[config.mk]
export PLATFORM = sky130hd
export DESIGN_NAME = cart_loader_top
export DESIGN_NICKNAME = d
export VERILOG_FILES = /design/src/hdl/cart_loader_pkg.sv /design/src/hdl/dl_stream_tracker.sv /design/src/hdl/header_region_parser.sv /design/src/hdl/region_selector.sv /design/src/hdl/cart_quirk_table.sv /design/src/hdl/cheat_code_loader.sv /design/src/hdl/cart_loader_top.sv
export SDC_FILE = /design/constraint.sdc
export NUM_CORES = 1
export LEC_CHECK = 0
export BUFFER_PORTS_ARGS = -buffer_cell sky130_fd_sc_hd__buf_2
export CAP_MARGIN = 20
export CORE_MARGIN = 2
export CORE_UTILIZATION = 62
export CTS_BUF_LIST = sky130_fd_sc_hd__clkbuf_8
export CTS_CLUSTER_DIAMETER = 50
export CTS_CLUSTER_SIZE = 14
export DETAILED_ROUTE_END_ITERATION = 10
export HOLD_SLACK_MARGIN = 0.03
export PLACE_DENSITY_LB_ADDON = 0.25
export SLEW_MARGIN = 20
export SYNTH_ARGS = -nofsm -noshare
export SYNTH_HDL_FRONTEND = slang
export SYNTH_SLANG_ARGS = --single-unit
[constraint.sdc]
create_clock -name clk_sys -period 9.3 [get_ports clk_sys]
set_clock_uncertainty 0.05 [all_clocks]
set_input_delay 0.93 -clock clk_sys [delete_from_list [all_inputs] [get_ports clk_sys]]
set_output_delay 0.93 -clock clk_sys [all_outputs]
set_load 0.01 [all_outputs]
[src/hdl/cart_loader_pkg.sv]
// Byte addresses of 16-bit words, low byte at the even address; cheat files use index 0xFF
`default_nettype none

package cart_loader_pkg;

	localparam int ADDR_W = 25; // Download byte address
	localparam int DATA_W = 16; // Download word

	// Header words
	localparam logic [ADDR_W-1:0] HDR_REGION_ADDR  = 'h1F0;
	localparam logic [ADDR_W-1:0] HDR_REGION2_ADDR = 'h1F2;
	localparam logic [ADDR_W-1:0] HDR_END_ADDR     = 'h200;

	// Cartridge ID, checksum and the word that triggers the lookup
	localparam logic [ADDR_W-1:0] ID_BASE_ADDR   = 'h180;
	localparam logic [ADDR_W-1:0] ID_CRC_ADDR    = 'h18E;
	localparam logic [ADDR_W-1:0] ID_DECODE_ADDR = 'h190;

	localparam logic [ADDR_W-1:0] RT_ID_ADDR = 'h7E100; // Decoded at the third word

	localparam logic [7:0] CODE_INDEX        = 8'hFF;
	localparam logic [7:0] DEFAULT_GUN_DELAY = 8'd44; // Sensor delay without a table hit

	typedef enum logic [1:0] {
		REGION_JP = 2'd0,
		REGION_US = 2'd1,
		REGION_EU = 2'd2
	} region_e;

	typedef struct packed {
		logic              valid;
		logic [ADDR_W-1:0] addr;
		logic [DATA_W-1:0] data;
	} dl_beat_t;

	typedef struct packed {
		logic j;
		logic u;
		logic e;
	} region_flags_t;

	typedef struct packed {
		logic [2:0] eeprom_map;
		logic       bank_eeprom;
		logic       realtec_map;
		logic       noram;
		logic       pier;
		logic       svp;
		logic       fmbusy;
		logic       schan;
		logic [2:0] sf_map;
		logic       gun_type;
		logic [7:0] gun_delay;
	} cart_quirks_t;

	////////////////////////////////////////////////////////////////////////////
	// Cartridge ID, 11 characters, first character in the top byte

	typedef struct packed {
		logic [23:0] prefix; // "GM " and the like
		logic [63:0] serial;
	} cart_serial_t;

	typedef struct packed {
		logic [47:0] maker; // Unlicensed SF-00x titles
		logic [39:0] rest;
	} cart_maker_t;

	typedef union packed {
		cart_serial_t ser;
		cart_maker_t  mk;
	} cart_id_u;

	typedef struct packed {
		logic [31:0] flags;
		logic [31:0] addr;
		logic [31:0] compare;
		logic [31:0] replace;
	} cheat_code_t;

endpackage

`default_nettype wire

[src/hdl/dl_stream_tracker.sv]
// Writes count only while ioctl_download is high; ioctl_index must hold for the whole download
`timescale 1ns/1ns
`default_nettype none

module dl_stream_tracker import cart_loader_pkg::*; (
	input  wire               clk_sys,
	input  wire               RESET,
	input  wire               ioctl_download,
	input  wire  [7:0]        ioctl_index,
	input  wire               ioctl_wr,
	input  wire  [ADDR_W-1:0] ioctl_addr,
	input  wire  [DATA_W-1:0] ioctl_data,
	output dl_beat_t          cart_beat,
	output dl_beat_t          code_beat,
	output logic              cart_start,
	output logic              cart_end,
	output logic              cart_loading,
	output logic [ADDR_W-1:0] rom_sz
);

	logic              code_sel;
	logic              cart_loading_q;
	logic [ADDR_W-1:0] last_addr;

	assign code_sel     = (ioctl_index == CODE_INDEX);
	assign cart_loading = ioctl_download & ~code_sel;

	assign cart_beat = '{valid: cart_loading & ioctl_wr, addr: ioctl_addr, data: ioctl_data};
	assign code_beat = '{valid: ioctl_download & code_sel & ioctl_wr, addr: ioctl_addr,
		data: ioctl_data};

	// Edges of the cartridge download
	assign cart_start = cart_loading & ~cart_loading_q;
	assign cart_end   = cart_loading_q & ~cart_loading;

	always_ff @(posedge clk_sys) begin
		if (RESET) cart_loading_q <= 1'b0;
		else cart_loading_q <= cart_loading;
	end

	always_ff @(posedge clk_sys) begin
		if (cart_beat.valid) last_addr <= ioctl_addr; // Last word actually written
		if (cart_end) rom_sz <= last_addr;
	end

endmodule

`default_nettype wire

[src/hdl/header_region_parser.sv]
// Region codes at 0x1F0/0x1F2 only; flags hold from the header until the next download starts
`timescale 1ns/1ns
`default_nettype none

module header_region_parser import cart_loader_pkg::*; (
	input  wire           clk_sys,
	input  wire           RESET,
	input  dl_beat_t      cart_beat,
	input  wire           cart_start,
	input  wire           cart_end,
	output region_flags_t region_flags,
	output logic          hdr_ready
);

	logic [7:0]    lo_ch;
	logic [7:0]    hi_ch;
	logic [3:0]    hex_nib;
	region_flags_t flags_nxt;

	// A single letter J, U or E adds its flag
	function automatic region_flags_t letter_flags(input logic [7:0] ch, input region_flags_t cur);
		region_flags_t f;
		f = cur;
		case (ch)
			"J": f.j = 1'b1;
			"U": f.u = 1'b1;
			"E": f.e = 1'b1;
			default: ;
		endcase
		return f;
	endfunction

	assign lo_ch   = cart_beat.data[7:0]; // Even address byte
	assign hi_ch   = cart_beat.data[15:8];
	assign hex_nib = lo_ch[3:0] - 4'd7;   // 'A'..'F' low nibble to 0xA..0xF

	always_comb begin
		flags_nxt = region_flags;
		if (cart_beat.addr == HDR_REGION_ADDR) begin
			if (lo_ch inside {"J", "U", "E"}) begin
				flags_nxt = letter_flags(lo_ch, flags_nxt);
			end else if (lo_ch >= "0" && lo_ch <= "9") begin
				flags_nxt = '{j: lo_ch[0], u: lo_ch[2], e: lo_ch[3]}; // New style bit code
			end else if (lo_ch >= "A" && lo_ch <= "F") begin
				flags_nxt = '{j: hex_nib[0], u: hex_nib[2], e: hex_nib[3]};
			end
			flags_nxt = letter_flags(hi_ch, flags_nxt);
		end else if (cart_beat.addr == HDR_REGION2_ADDR) begin
			flags_nxt = letter_flags(lo_ch, flags_nxt);
		end
	end

	always_ff @(posedge clk_sys) begin
		if (RESET || cart_start) region_flags <= '0;
		else if (cart_beat.valid) region_flags <= flags_nxt;

		// Header is complete once the download passes 0x200
		if (RESET || cart_end) hdr_ready <= 1'b0;
		else if (cart_beat.valid && cart_beat.addr == HDR_END_ADDR) hdr_ready <= 1'b1;
	end

endmodule

`default_nettype wire

[src/hdl/region_selector.sv]
// Region is picked once per header; region_set stays high until hdr_ready falls
`timescale 1ns/1ns
`default_nettype none

module region_selector import cart_loader_pkg::*; (
	input  wire           clk_sys,
	input  wire           RESET,
	input  region_flags_t region_flags,
	input  wire           hdr_ready,
	input  wire           auto_region_off,
	input  wire  [1:0]    region_priority,
	output region_e       region_req,
	output logic          region_set
);

	logic hdr_ready_q;

	// First present region in the chosen order
	function automatic region_e pick_region(input region_flags_t f, input logic [1:0] prio);
		region_e    order [3];
		logic [2:0] present;
		region_e    pick;
		present = {f.e, f.u, f.j}; // Bit index is the region code
		case (prio)
			2'd0: order = '{REGION_US, REGION_EU, REGION_JP};
			2'd1: order = '{REGION_EU, REGION_US, REGION_JP};
			2'd2: order = '{REGION_US, REGION_JP, REGION_EU};
			default: order = '{REGION_JP, REGION_US, REGION_EU};
		endcase
		pick = order[0]; // No flag at all
		for (int i = 2; i >= 0; i--) begin
			if (present[order[i]]) pick = order[i];
		end
		return pick;
	endfunction

	////////////////////////////////////////////////////////////////////////////
	// Request on the rising edge of hdr_ready, release on its falling edge

	always_ff @(posedge clk_sys) begin
		if (RESET) begin
			hdr_ready_q <= 1'b0;
			region_set  <= 1'b0;
			region_req  <= REGION_JP;
		end else begin
			hdr_ready_q <= hdr_ready;
			if (hdr_ready && !hdr_ready_q && !auto_region_off) begin
				region_set <= 1'b1;
				region_req <= pick_region(region_flags, region_priority);
			end else if (!hdr_ready && hdr_ready_q) begin
				region_set <= 1'b0;
			end
		end
	end

endmodule

`default_nettype wire

[src/hdl/cart_quirk_table.sv]
// Lookup fires on the word at 0x190, so the ID words must arrive before it; gun falls back to default
`timescale 1ns/1ns
`default_nettype none

module cart_quirk_table import cart_loader_pkg::*; #(
	parameter logic [7:0] DEFAULT_GUN_DELAY_P = DEFAULT_GUN_DELAY
) (
	input  wire          clk_sys,
	input  wire          RESET,
	input  dl_beat_t     cart_beat,
	input  wire          cart_start,
	output cart_quirks_t quirks
);

	localparam cart_quirks_t QUIRKS_IDLE = '{gun_delay: DEFAULT_GUN_DELAY_P, default: '0};

	logic [87:0]       id_raw;
	cart_id_u          cart_id;
	logic [15:0]       crc;
	logic [31:0]       rt_id;  // Second-format ID
	logic [15:0]       swp;
	logic [ADDR_W-1:0] id_off;
	logic [ADDR_W-1:0] rt_off;
	cart_quirks_t      id_quirks;

	function automatic logic [15:0] swap16(input logic [15:0] w);
		return {w[7:0], w[15:8]};
	endfunction

	assign swp     = swap16(cart_beat.data); // Text reads big endian
	assign id_off  = cart_beat.addr - ID_BASE_ADDR;
	assign rt_off  = cart_beat.addr - RT_ID_ADDR;
	assign cart_id = id_raw;

	always_ff @(posedge clk_sys) begin
		if (cart_beat.valid) begin
			case (id_off)
				ADDR_W'(0):  id_raw[87:72] <= swp;
				ADDR_W'(2):  id_raw[71:56] <= swp;
				ADDR_W'(4):  id_raw[55:40] <= swp;
				ADDR_W'(6):  id_raw[39:24] <= swp;
				ADDR_W'(8):  id_raw[23:8]  <= swp;
				ADDR_W'(10): id_raw[7:0]   <= swp[15:8]; // 11th character only
				default: ;
			endcase
			if (cart_beat.addr == ID_CRC_ADDR) crc <= swp;
			if (rt_off == ADDR_W'(0)) rt_id[31:16] <= swp;
			if (rt_off == ADDR_W'(2)) rt_id[15:0] <= swp;
		end
	end

	////////////////////////////////////////////////////////////////////////////
	// Serial and maker table

	always_comb begin
		id_quirks = quirks;
		case (cart_id.ser.serial)
			"T-081276", "T-81406 ", "T-081586": id_quirks.bank_eeprom = 1'b1; // Acclaim boards
			"T-50446 ", "T-50396 ", "T-50176 ": id_quirks.eeprom_map = 3'b001; // EA
			"MK-1215 ", "G-4060  ", "T-12046 ": id_quirks.eeprom_map = 3'b010; // Sega/Capcom
			"T-81033 ", "T-081326": id_quirks.eeprom_map = 3'b011;
			"T-113016": id_quirks.noram = 1'b1;  // Fake RAM check
			"T-574023", "T-574013": id_quirks.pier = 1'b1;
			"MK-1229 ", "G-7001  ": id_quirks.svp = 1'b1;
			"T-35036 ", "T-25073 ": id_quirks.fmbusy = 1'b1;
			"T-68???-": id_quirks.schan = 1'b1;
			default: begin
				if (cart_id.mk.maker == "SF-001") id_quirks.sf_map = {crc == 16'h3E08, 2'b01};
				else if (cart_id.mk.maker == "SF-002") id_quirks.sf_map = 3'b110;
				else if (cart_id.mk.maker == "SF-004") id_quirks.sf_map = 3'b111;
			end
		endcase

		// Light gun type and sensor timing
		case (cart_id.ser.serial)
			"MK-1533 ": {id_quirks.gun_type, id_quirks.gun_delay} = {1'b0, 8'd100};
			"T-95096-": {id_quirks.gun_type, id_quirks.gun_delay} = {1'b1, 8'd52};
			"T-95136-": {id_quirks.gun_type, id_quirks.gun_delay} = {1'b1, 8'd30};
			"MK-1658 ": {id_quirks.gun_type, id_quirks.gun_delay} = {1'b0, 8'd120};
			"T-081156": {id_quirks.gun_type, id_quirks.gun_delay} = {1'b0, 8'd126};
			default: {id_quirks.gun_type, id_quirks.gun_delay} = {1'b0, DEFAULT_GUN_DELAY_P};
		endcase
	end

	always_ff @(posedge clk_sys) begin
		if (RESET || cart_start) begin
			quirks <= QUIRKS_IDLE;
		end else if (cart_beat.valid) begin
			if (cart_beat.addr == ID_DECODE_ADDR) quirks <= id_quirks;
			if (rt_off == ADDR_W'(4) && rt_id == "SEGA") quirks.realtec_map <= 1'b1;
		end
	end

endmodule

`default_nettype wire

[src/hdl/cheat_code_loader.sv]
// Words land by addr[3:0] only, 16 bytes per code; flags word must come first in each code
`timescale 1ns/1ns
`default_nettype none

module cheat_code_loader import cart_loader_pkg::*; (
	input  wire         clk_sys,
	input  wire         RESET,
	input  dl_beat_t    code_beat,
	output cheat_code_t code,
	output logic        cheat_strobe,
	output logic        cheat_clear
);

	logic [3:0] offset;

	assign offset = code_beat.addr[3:0];

	// Low word first for each 32-bit field
	always_ff @(posedge clk_sys) begin
		if (code_beat.valid) begin
			case (offset)
				4'd0:  code.flags[15:0]    <= code_beat.data;
				4'd2:  code.flags[31:16]   <= code_beat.data;
				4'd4:  code.addr[15:0]     <= code_beat.data;
				4'd6:  code.addr[31:16]    <= code_beat.data;
				4'd8:  code.compare[15:0]  <= code_beat.data;
				4'd10: code.compare[31:16] <= code_beat.data;
				4'd12: code.replace[15:0]  <= code_beat.data;
				4'd14: code.replace[31:16] <= code_beat.data;
				default: ;
			endcase
		end
	end

	always_ff @(posedge clk_sys) begin
		if (RESET) begin
			cheat_strobe <= 1'b0;
			cheat_clear  <= 1'b0;
		end else begin
			// Address bit 31 marks a disabled code
			cheat_strobe <= code_beat.valid && offset == 4'd14 && !code.addr[31];
			cheat_clear  <= code_beat.valid && offset == 4'd0;
		end
	end

endmodule

`default_nettype wire

[src/hdl/cart_loader_top.sv]
// Every ioctl_wr is taken; no wait output, so the host must pace writes itself
`timescale 1ns/1ns
`default_nettype none

module cart_loader_top import cart_loader_pkg::*; #(
	parameter logic [7:0] DEFAULT_GUN_DELAY_P = DEFAULT_GUN_DELAY
) (
	input  wire               clk_sys,
	input  wire               RESET,
	input  wire               ioctl_download,
	input  wire  [7:0]        ioctl_index,
	input  wire               ioctl_wr,
	input  wire  [ADDR_W-1:0] ioctl_addr,
	input  wire  [DATA_W-1:0] ioctl_data,
	input  wire               auto_region_off, // Keep the menu region
	input  wire  [1:0]        region_priority,
	output logic [ADDR_W-1:0] rom_sz,
	output region_e           region_req,
	output logic              region_set,
	output cart_quirks_t      quirks,
	output cheat_code_t       code,
	output logic              cheat_strobe,
	output logic              cheat_clear,
	output logic              cart_loading
);

	dl_beat_t      cart_beat;
	dl_beat_t      code_beat;
	logic          cart_start;
	logic          cart_end;
	region_flags_t region_flags;
	logic          hdr_ready;

	////////////////////////////////////////////////////////////////////////////
	// Download stream

	dl_stream_tracker i_dl_stream_tracker (
		.clk_sys        (clk_sys),
		.RESET          (RESET),
		.ioctl_download (ioctl_download),
		.ioctl_index    (ioctl_index),
		.ioctl_wr       (ioctl_wr),
		.ioctl_addr     (ioctl_addr),
		.ioctl_data     (ioctl_data),
		.cart_beat      (cart_beat),
		.code_beat      (code_beat),
		.cart_start     (cart_start),
		.cart_end       (cart_end),
		.cart_loading   (cart_loading),
		.rom_sz         (rom_sz)
	);

	// Header region
	header_region_parser i_header_region_parser (
		.clk_sys      (clk_sys),
		.RESET        (RESET),
		.cart_beat    (cart_beat),
		.cart_start   (cart_start),
		.cart_end     (cart_end),
		.region_flags (region_flags),
		.hdr_ready    (hdr_ready)
	);

	region_selector i_region_selector (
		.clk_sys         (clk_sys),
		.RESET           (RESET),
		.region_flags    (region_flags),
		.hdr_ready       (hdr_ready),
		.auto_region_off (auto_region_off),
		.region_priority (region_priority),
		.region_req      (region_req),
		.region_set      (region_set)
	);

	cart_quirk_table #(
		.DEFAULT_GUN_DELAY_P (DEFAULT_GUN_DELAY_P)
	) i_cart_quirk_table (
		.clk_sys    (clk_sys),
		.RESET      (RESET),
		.cart_beat  (cart_beat),
		.cart_start (cart_start),
		.quirks     (quirks)
	);

	cheat_code_loader i_cheat_code_loader (
		.clk_sys      (clk_sys),
		.RESET        (RESET),
		.code_beat    (code_beat),
		.code         (code),
		.cheat_strobe (cheat_strobe),
		.cheat_clear  (cheat_clear)
	);

endmodule

`default_nettype wire

==> run summary, run 1 <==
The tools report the category of the worst setup path capture point as a register. The tools report the count of different cell masters after synthesis as 63. Setup repair after global routing left no endpoint under its margin.

The post-route clock period utilization is 0.374, and the register clock-pin slew on the reported worst setup and hold paths is 0.09 ns. The number of filler instances in the final layout was 1,242; the maximum clock path buffer count was 3. The worst setup path is launched from an input pin.

The capture instance of the worst register-to-register path is i_cart_quirk_table.quirks[4]. The tools report the initial antenna violation count as 0. Latest clock arrival within the worst-skew pair: 0.61 ns.

The number of setup buffers added after CTS is 0. The dominant delay contributor by cell family on the critical path was simple AND/OR/NAND/NOR gates. The count of nets left with antenna violations once routing finished came out at 0. The number of buffers and inverters on the critical path works out to 1.

The run gives 9.48 ns as the endpoint required time on the critical path. The area added between synthesis and finish was 17.2%; the chip width was 148 µm. The run gives 3.66 ns as the data arrival time of the critical path. The wire length on met1 was 12,600 µm. The buffer type at the clock tree root is clkbuf_8. The signal on the critical path passes through buf_2, nor4_1, nand4b_1, or4_1, o21ai_0, o21ai_1, nor3_1.

IR analysis of the VDD net gives a maximum drop of 0.236 mV. Among all stages on the critical path, the largest delay is contributed by nor3_1. Summed over all cells, the static leakage comes to 5.17 nW. Signal routing reaches up to met4. For this run, design rule violations remaining after detail routing come to 0.

The detail-routed via count per cell came out at 6.23. The synthesis warning total was 0; the mean routed wirelength per cell was 24.3 µm. The via count of the first global-routing pass came out at 8,264. The most critical setup path has its startpoint at ioctl_addr[13]. The mean post-synth cell area was 16.5 µm²; the die span in y was 148 µm. The path class of the tightest hold or removal check is reg2reg. The final layout contains 1,095 nets. The area share of the leading cell type in the synthesized netlist works out to 0.737.

The number of register bits inferred by synthesis is 344. The flow ran to the end, and the final reports show no timing, DRC or antenna violations. The power density normalized to cell area works out to 177 nW/µm². After technology mapping, the gate count stands at 775. Wires add up to 32,400 µm.

The tools report the maximum level of the CTS H-tree as 1. Area inside the core boundary: 20,200 µm². The run gives 0 as the number of endpoints with negative hold slack in the final report. In this run the number of cells on the critical path is 7. Setup violations remaining at the end of the flow were counted as 0. Counting instances in the post-synthesis netlist gives the leading cell types as 314 x edfxtp_1, 44 x nor2_1, 33 x nand4_1. The critical path ends at i_cart_quirk_table.cart_id[6]. The share of post-route cells with drive strength above 1 was 0.295. Slack of the critical path: 5.82 ns.

Among all flip-flop cells after synthesis, the most frequent one is edfxtp_1. The number of buffers inserted by port buffering is 233, and the total via count after detailed routing is 8,305. The routed design uses 4060 µm of met3 wire. The setup check on the worst reg-to-reg path leaves a slack of 6.34 ns. The critical path is of the in2reg type. The congestion estimate from routability-driven global placement came to 0.942. Prior to clock tree synthesis, the placed netlist has a worst setup slack of 5.13 ns. The run gives 48,400 µm as the wire length of the first global-routing pass.

The transition at the pin with the smallest max-transition slack works out to 1.02 ns. The synthesized area was 12,800 µm². The number of enable flip-flop cells after synthesis was 314. After clock tree synthesis, the repair step resized 0 gates.

The share of the yosys chip area belonging to registers was 0.784. The most common cell in the synthesized netlist is edfxtp_1. The run gives 344 as the sink count of the clock tree. The die covers 21,800 µm². The number of hold buffers added after CTS was 0. Of all nets on the critical path, the largest fanout is 8.

Buffers inserted during clock tree synthesis total 31. Maximum clock frequency: 287 MHz. Pin placement for this block handled 237 I/O pins. The worst register-to-register path has a depth of 6. The run gives 21,300 µm as the detailed placer's ending HPWL. edfxtp_1 takes more of the synthesized area than any other cell. Detailed routing placed a total of 14,900 µm of wire on met2. In the post-synthesis netlist, the biggest area contributors are edfxtp_1 74%, dfxtp_1 4.7%, nand4_1 1.6%. The share of synthesized flip-flops with an asynchronous set or reset works out to 0. In this run the critical register-to-register path is launched from i_cart_quirk_table.cart_id[57]. In the final timing run, aggregate negative setup slack is 0 ns. Before antenna repair, the detailed router went through 5 iterations. The relative slew slack came out at 0.321.

Row generation in the floorplan step produced 52 rows. The run gives 0 as the number of max-cap violations. The maximum number of pins on one net before global-route repair is 29.

The initial DRC count came out at 920. 0 antenna diodes ended up in the layout. On the worst path, the slowest cell contributes a delay of 0.90 ns. The shortest clock period the worst path allows after layout is 3.48 ns. TritonCTS built the clock tree. The completed layout was analyzed and its total power is 2.65 mW. Number of max-slew violations in the final report: 0. The all-layer global routing usage was 0.297; the total grt overflow was 0. The tools report the initial core utilization as 0.632.
[worst reg2reg max path, delay by kind of cell, from the launching register on]
family	cells	cell delay [ns]
AO/OA/AOI/OAI	1	0.38
flip-flops	1	0.46
AND/OR/NAND/NOR	5	2.02
[cells by family after synthesis]
group / Yosys count / synth area share
flops: 344 / 0.784
simple gates: 321 / 0.160
compound gates: 72 / 0.0399
buf+inv: 28 / 0.00939
xor+xnor: 7 / 0.00479
fa+ha+maj: 1 / 0.000978
other cells: 1 / 0.000293
mux: 1 / 0.000880
[where the power goes]
group          switching [mW]  internal (mW)  total, mW  leakage [nW]
Clock                   0.490          0.386      0.875         0.383
Sequential            0.00223           1.69       1.70          3.08
Combinational          0.0629         0.0173     0.0802          1.71
[metal layers]
layer / vias up / global-route usage
li1: 3682 / -
met1: 4019 / 0.408
met3: 59 / 0.100
met5: - / 0
met4: 0 / 0.0889
met2: 545 / 0.461
[through the flow]
| stage | hold WS [ns] | instances | util | area [µm²] |
|---|---|---|---|---|
| 2_1_floorplan | 0.350 | 777 | - | 12800 |
| 3_3_place_gp | 0.351 | 1275 | 0.709 | 14300 |
| 3_5_place_dp | 0.355 | 1275 | 0.709 | 14300 |
| 4_1_cts | 0.372 | 1333 | 0.740 | 15000 |
| 5_1_grt | 0.381 | 1333 | 0.741 | 15000 |
| 6_report | 0.371 | 1333 | 0.741 | 15000 |
[final cells by class]
class | instances | area (µm²) | area share
Sequential cell | 344 | 10000 | 0.669
Multi-Input combinational cell | 405 | 2700 | 0.180
Timing Repair Buffer | 246 | 1260 | 0.0843
Clock buffer | 32 | 440 | 0.0294
Tap cell | 270 | 338 | 0.0225
Clock inverter | 26 | 188 | 0.0125
Inverter | 10 | 37.5 | 0.00250
[registers in the layout (all words and copies together), names as in the netlist]
signal	flops
i_cart_quirk_table.cart_id	88
i_cart_quirk_table.crc	16
i_cart_quirk_table.quirks	19
i_cart_quirk_table.rt_id	32
i_cheat_code_loader.cheat_clear	1
i_cheat_code_loader.cheat_strobe	1
i_cheat_code_loader.code	128
i_dl_stream_tracker.cart_loading_q	1
i_dl_stream_tracker.last_addr	25
i_dl_stream_tracker.rom_sz	25
i_header_region_parser.hdr_ready	1
i_header_region_parser.region_flags	3
i_region_selector.hdr_ready_q	1
i_region_selector.region_req	2
i_region_selector.region_set	1
[cells in the final DEF, fill, tap and decap left out, types with 6 or more instances in the layout]
master,Yosys,routed
nor4b_1,15,15
or3_1,10,10
a41oi_1,6,6
nor4bb_1,19,19
buf_4,4,13
nand3_1,26,26
a31oi_1,6,6
nor3_1,31,29
o21ai_0,13,13
and4b_1,7,7
nor3b_1,6,6
nor2_1,44,39
nand4_1,33,33
dfxtp_1,30,30
inv_1,10,26
a21oi_1,12,12
nor4_1,25,22
clkbuf_8,0,32
nand2_1,32,32
or4_1,10,10
and4_1,6,6
nand2b_1,9,9
edfxtp_1,314,314
nand4b_1,8,8
buf_2,0,233
[how the worst min path moves through the flow]
stage	startpoint	endpoint	slack, ns	cells after the start
floorplan	i_dl_stream_tracker.last_addr[0]	i_dl_stream_tracker.rom_sz[0]	0.35	0
global placement	i_dl_stream_tracker.last_addr[15]	i_dl_stream_tracker.rom_sz[15]	0.35	0
detailed placement	i_dl_stream_tracker.last_addr[3]	i_dl_stream_tracker.rom_sz[3]	0.35	0
CTS	i_dl_stream_tracker.last_addr[18]	i_dl_stream_tracker.rom_sz[18]	0.37	0
global route	i_dl_stream_tracker.last_addr[15]	i_dl_stream_tracker.rom_sz[15]	0.38	0
finish	i_dl_stream_tracker.last_addr[18]	i_dl_stream_tracker.rom_sz[18]	0.37	0
Power figures use the tool's default switching activity.
==> run 2: changes to the inputs <==
--- a/config.mk
+++ b/config.mk
@@ -5,10 +5,11 @@
 export SDC_FILE = /design/constraint.sdc
 export NUM_CORES = 1
 export LEC_CHECK = 0
+export ABC_AREA = 1
 export BUFFER_PORTS_ARGS = -buffer_cell sky130_fd_sc_hd__buf_2
 export CAP_MARGIN = 20
 export CORE_MARGIN = 2
-export CORE_UTILIZATION = 62
+export CORE_UTILIZATION = 52
 export CTS_BUF_LIST = sky130_fd_sc_hd__clkbuf_8
 export CTS_CLUSTER_DIAMETER = 50
 export CTS_CLUSTER_SIZE = 14
==> constraint.sdc (replaced) <==
create_clock -name clk_sys -period 3.2 [get_ports clk_sys]
set_clock_uncertainty 0.05 [all_clocks]
set_input_delay 0.32 -clock clk_sys [delete_from_list [all_inputs] [get_ports clk_sys]]
set_output_delay 0.32 -clock clk_sys [all_outputs]
set_load 0.01 [all_outputs]
==> run 2 against run 1 <==
Compared with the run above:
- total power grew to 3.0 times the previous value
- final cell count increased by 39%
- clock power increased to 3.1 times the previous value
- first-iteration DRC count decreased by 16%
- synthesized cell count is 52% higher
- worst setup slack lost 5.2 ns
- design area up 10%
- clock-buffer cell count increased by 2
- via count rose by 18%
- global-route usage shrank 4.7 points
- critical path depth rose by 2
- critical path type unchanged
- critical endpoint is now i_cart_quirk_table.cart_id[3]
- largest cell class unchanged
- highest routed layer unchanged
==> run summary, run 2 <==
STA classifies the critical path startpoint as an input pin. The multiplexer fraction of the synthesized cell area is 0 (-0.000880), and the endpoint required time on the critical path is 3.35 ns (-6.13 ns). Among all flip-flop cells after synthesis, the most frequent one is edfxtp_1. Traced cell by cell, the critical path runs through dlygate4sd3_1, buf_2, ha_1, nor3_2, nand2_1, nor2_1, xor2_1, nand4_2, nor2_1. The run gives 2 (+1) as the maximum level of the CTS H-tree.

The area of the multi-input gates was 3190 µm² (+18%). The fraction of the mapped netlist area in adder cells was 0.000907 (-0.0000714). The detail-routed via count per cell works out to 5.29 (-15%). The tools report the number of max-slew violations in the final report as 0 (unchanged). Leaving out fill and tap cells, the most frequent cells in the layout are 314 x edfxtp_1, 233 x buf_2, 218 x nand2_1. On the critical path, the stage with the largest delay is an instance of dlygate4sd3_1.

The most common cell in the synthesized netlist is edfxtp_1. The mean post-synth cell area came out at 11.7 µm² (-29%). Simple-gate share of the synthesized area: 0.204 (+0.0444). Number of enable flip-flop cells after synthesis: 314 (unchanged).

Antenna diode count: 0 (unchanged). Path type of the worst setup path: in2reg. The number of buffers and inverters on the critical path is 2 (+1), and the TritonCTS buffer count is 34 (+9.7%). For the number of max-cap violations, the log shows 0 (unchanged). CTS placed an instance of clkbuf_8 at the clock tree root. The number of endpoints failing setup at the final stage was 0 (unchanged).

TritonCTS built the clock tree. The maximum number of pins on one net before global-route repair is 27 (-6.9%), and the remaining antenna violation count is 0 (unchanged). In this run the worst hold path is classified as in2reg. The post-route clock period utilization came out at 0.801. For the footprint of the flip-flops and latches, the log shows 10,000 µm² (unchanged).

Setup repair after global routing left no endpoint under its margin. In this design, the largest share of critical-path delay is due to simple AND/OR/NAND/NOR gates. Relative to the synthesized area, the layout overhead comes to 19.6%. The run gives 2.72 ns (-0.94 ns) as the data arrival time of the critical path. The maximum clock frequency was 390 MHz; the chip width was 167 µm (+13%). The slack of the critical path was 0.636 ns (-5.18 ns); the number of endpoints with negative hold slack in the final report was 0 (unchanged). The number of filler instances in the final layout came out at 2,094 (+69%). The logs give 0.727 (-0.0572) for the share of the yosys chip area belonging to registers and 0 (unchanged) for the synthesis warning total. The area share of xor/xnor cells in the synthesized design came out at 0.00571 (+0.000920). The length of the first detailed-routing pass in iterations is 8 (+3), and the synthesized-area fraction occupied by ao, oa, aoi and oai cells is 0.0177 (-0.0222). The number of buffers inserted by port buffering was 233 (unchanged).

The worst supply voltage drop on vdd was 0.418 mV (+78%). By area the synthesized netlist is led by edfxtp_1 68%, nand2_1 5.9%, nor2_1 4.8%. The sink count of the clock tree came out at 344 (unchanged).

Synthesized area: 13,800 µm² (+7.9%). By count the netlist is led by 314 x edfxtp_1, 218 x nand2_1, 176 x nor2_1. The run gives 0 ns (unchanged) as the accumulated negative setup slack. The initial DRC count was 773 (-16%). The number of flip-flops under the largest register name came out at 128 (unchanged). The register clock-pin slew on the reported worst setup and hold paths was 0.08 ns (about the same); the initial antenna violation count was 0 (unchanged).

The tools report the maximum clock path buffer count as 3 (unchanged). The tools report the area enclosed by the die boundary as 27,900 µm² (+28%). The most common cell after layout, fill and taps aside was edfxtp_1. The logs give 1,553 (+42%) for the number of nets in the layout and 1,176 (+52%) for the instance count of the mapped netlist. The mean routed wirelength per cell is 18.8 µm (-22%).

The DRC violation count after routing was 0 (unchanged); the maximum fanout along the worst path was 8 (unchanged). The number of register bits inferred by synthesis was 344 (unchanged); the total via count after detailed routing was 9,767 (+18%). The standby leakage power was 6.38 nW (+23%). The run gives 0.624 ns (-4.51 ns) as the post-placement worst setup slack. The transition at the pin with the smallest max-transition slack was 0.704 ns (-0.313 ns); the via count of the first global-routing pass was 9,500 (+15%). The logs give 0 (unchanged) for the quantity of gates resized following cts and 42 (-33%) for the count of different cell masters after synthesis. edfxtp_1 takes more of the synthesized area than any other cell.

Initial core utilization: 0.529 (-0.103). The main combinational cell family by area after synthesis is simple AND/OR/NAND/NOR gates. The highest cell delay on the worst timing path was 0.55 ns (-0.35 ns). Counting stages on the worst path, the most repeated cell is nor2_1. The area share of the leading cell type in the synthesized netlist was 0.683 (-0.0538); the area inside the core boundary was 26,100 µm² (+29%).

The shortest clock period the worst path allows after layout is 2.56 ns, and the power density normalized to cell area is 479 nW/µm² (+170%). The logs give 0 (unchanged) for the total grt overflow and 34,800 µm (+7.6%) for the sum of routed wire length over all layers. The worst setup path is captured at a register. The share of synthesized flip-flops with an asynchronous set or reset was 0 (unchanged). The number of standard-cell rows in the floorplan came out at 59 (+13%). The share of post-route cells with drive strength above 1 is 0.235 (-0.0601). The count of buffers added by post-CTS timing repair for setup was 0 (unchanged); the relative slew slack was 0.531 (+0.210). The latest clock arrival within the worst-skew pair is 0.57 ns (-0.04 ns), and the die span in y is 167 µm (+13%). The detailed placer's ending HPWL came out at 23,900 µm (+12%). The tools report the wire length of the first global-routing pass as 53,600 µm (+11%). The run finished with clean final reports. The final RePlAce weighted congestion was 0.925 (-1.7%); the I/O pin count was 237 (unchanged). The all-layer global routing usage is 0.250 (-0.0469).
## run 2: cell types whose count changed after synthesis, sizes merged, moves of 16 or more
cell | previous run | this run
inv | 10 | 150
nand2 | 32 | 227
nand3 | 26 | 86
nor2 | 44 | 196
nor3 | 32 | 52
nor4 | 28 | 12
nor4b | 17 | 0
nor4bb | 19 | 0
## run 2: layout make-up
| class | instances | share of cell area |
|---|---|---|
| Sequential cell | 344 | 0.608 |
| Multi-Input combinational cell | 676 | 0.193 |
| Timing Repair Buffer | 289 | 0.101 |
| Inverter | 151 | 0.0343 |
| Clock buffer | 34 | 0.0283 |
| Tap cell | 335 | 0.0254 |
| Clock inverter | 19 | 0.0107 |
## run 2: worst register-to-register path, cell delays in order, from the launching register on
cell,delay (ns)
edfxtp_1,0.38
nor2_2,0.26
nand2_1,0.22
nor3_1,0.40
nand2_1,0.16
nor2_1,0.13
o21ai_0,0.14
o21a_1,0.20
nor2_1,0.08
## run 2: timing repair
action,4_1_cts,5_1_grt
hold endpoints to repair,34,0
hold buffers,30,0
endpoints found under the setup margin,0,0
## run 2: per-layer routing
layer,track usage,wire [µm],up-vias
met4,0.0712,808,0
li1,-,-,4657
met3,0.0737,3230,59
met1,0.338,14800,4641
met5,0,0,-
met2,0.398,16000,410
## run 2: worst paths after layout
kind | cells past startpoint | slack, ns | from | endpoint
setup / recovery | 9 | 0.64 | ioctl_addr[7] | i_cart_quirk_table.cart_id[3]
hold / removal | 1 | 0.06 | ioctl_data[10] | i_cart_quirk_table.cart_id[42]
setup reg to reg | 8 | 1.11 | i_cart_quirk_table.cart_id[23] | i_cart_quirk_table.quirks[8]
hold reg to reg | 0 | 0.37 | i_dl_stream_tracker.last_addr[24] | i_dl_stream_tracker.rom_sz[24]
## run 2: stage by stage
step / utilization / hold WS [ns] / instance area [µm²] / power (mW) / cells
6_report: 0.633 / 0.0588 / 16500 / 7.91 / 1848
5_1_grt: 0.633 / 0.0455 / 16500 / 8.17 / 1848
4_1_cts: 0.633 / 0.0336 / 16500 / 7.98 / 1848
3_5_place_dp: 0.597 / 0.355 / 15600 / 5.31 / 1765
3_3_place_gp: 0.597 / 0.351 / 15600 / 5.30 / 1765
2_1_floorplan: - / 0.342 / 13800 / 5.12 / 1178
## run 2: report_power, final
part           internal [mW]  switching (mW)  total, mW
Clock                   1.19            1.49       2.68
Sequential              4.92         0.00629       4.93
Combinational         0.0884           0.217      0.305
Total                   6.20            1.71       7.91
## run 2: kinds of logic (layout without fill, tap and decap cells)
logic type	Yosys count	count (layout)
and+or+nand+nor	619	619
DFF	344	344
buffers and inverters	158	493
AOI/OAI and AO/OA	44	44
xor gates and xnor gates	9	9
adders and majority gates	1	1
other	1	3
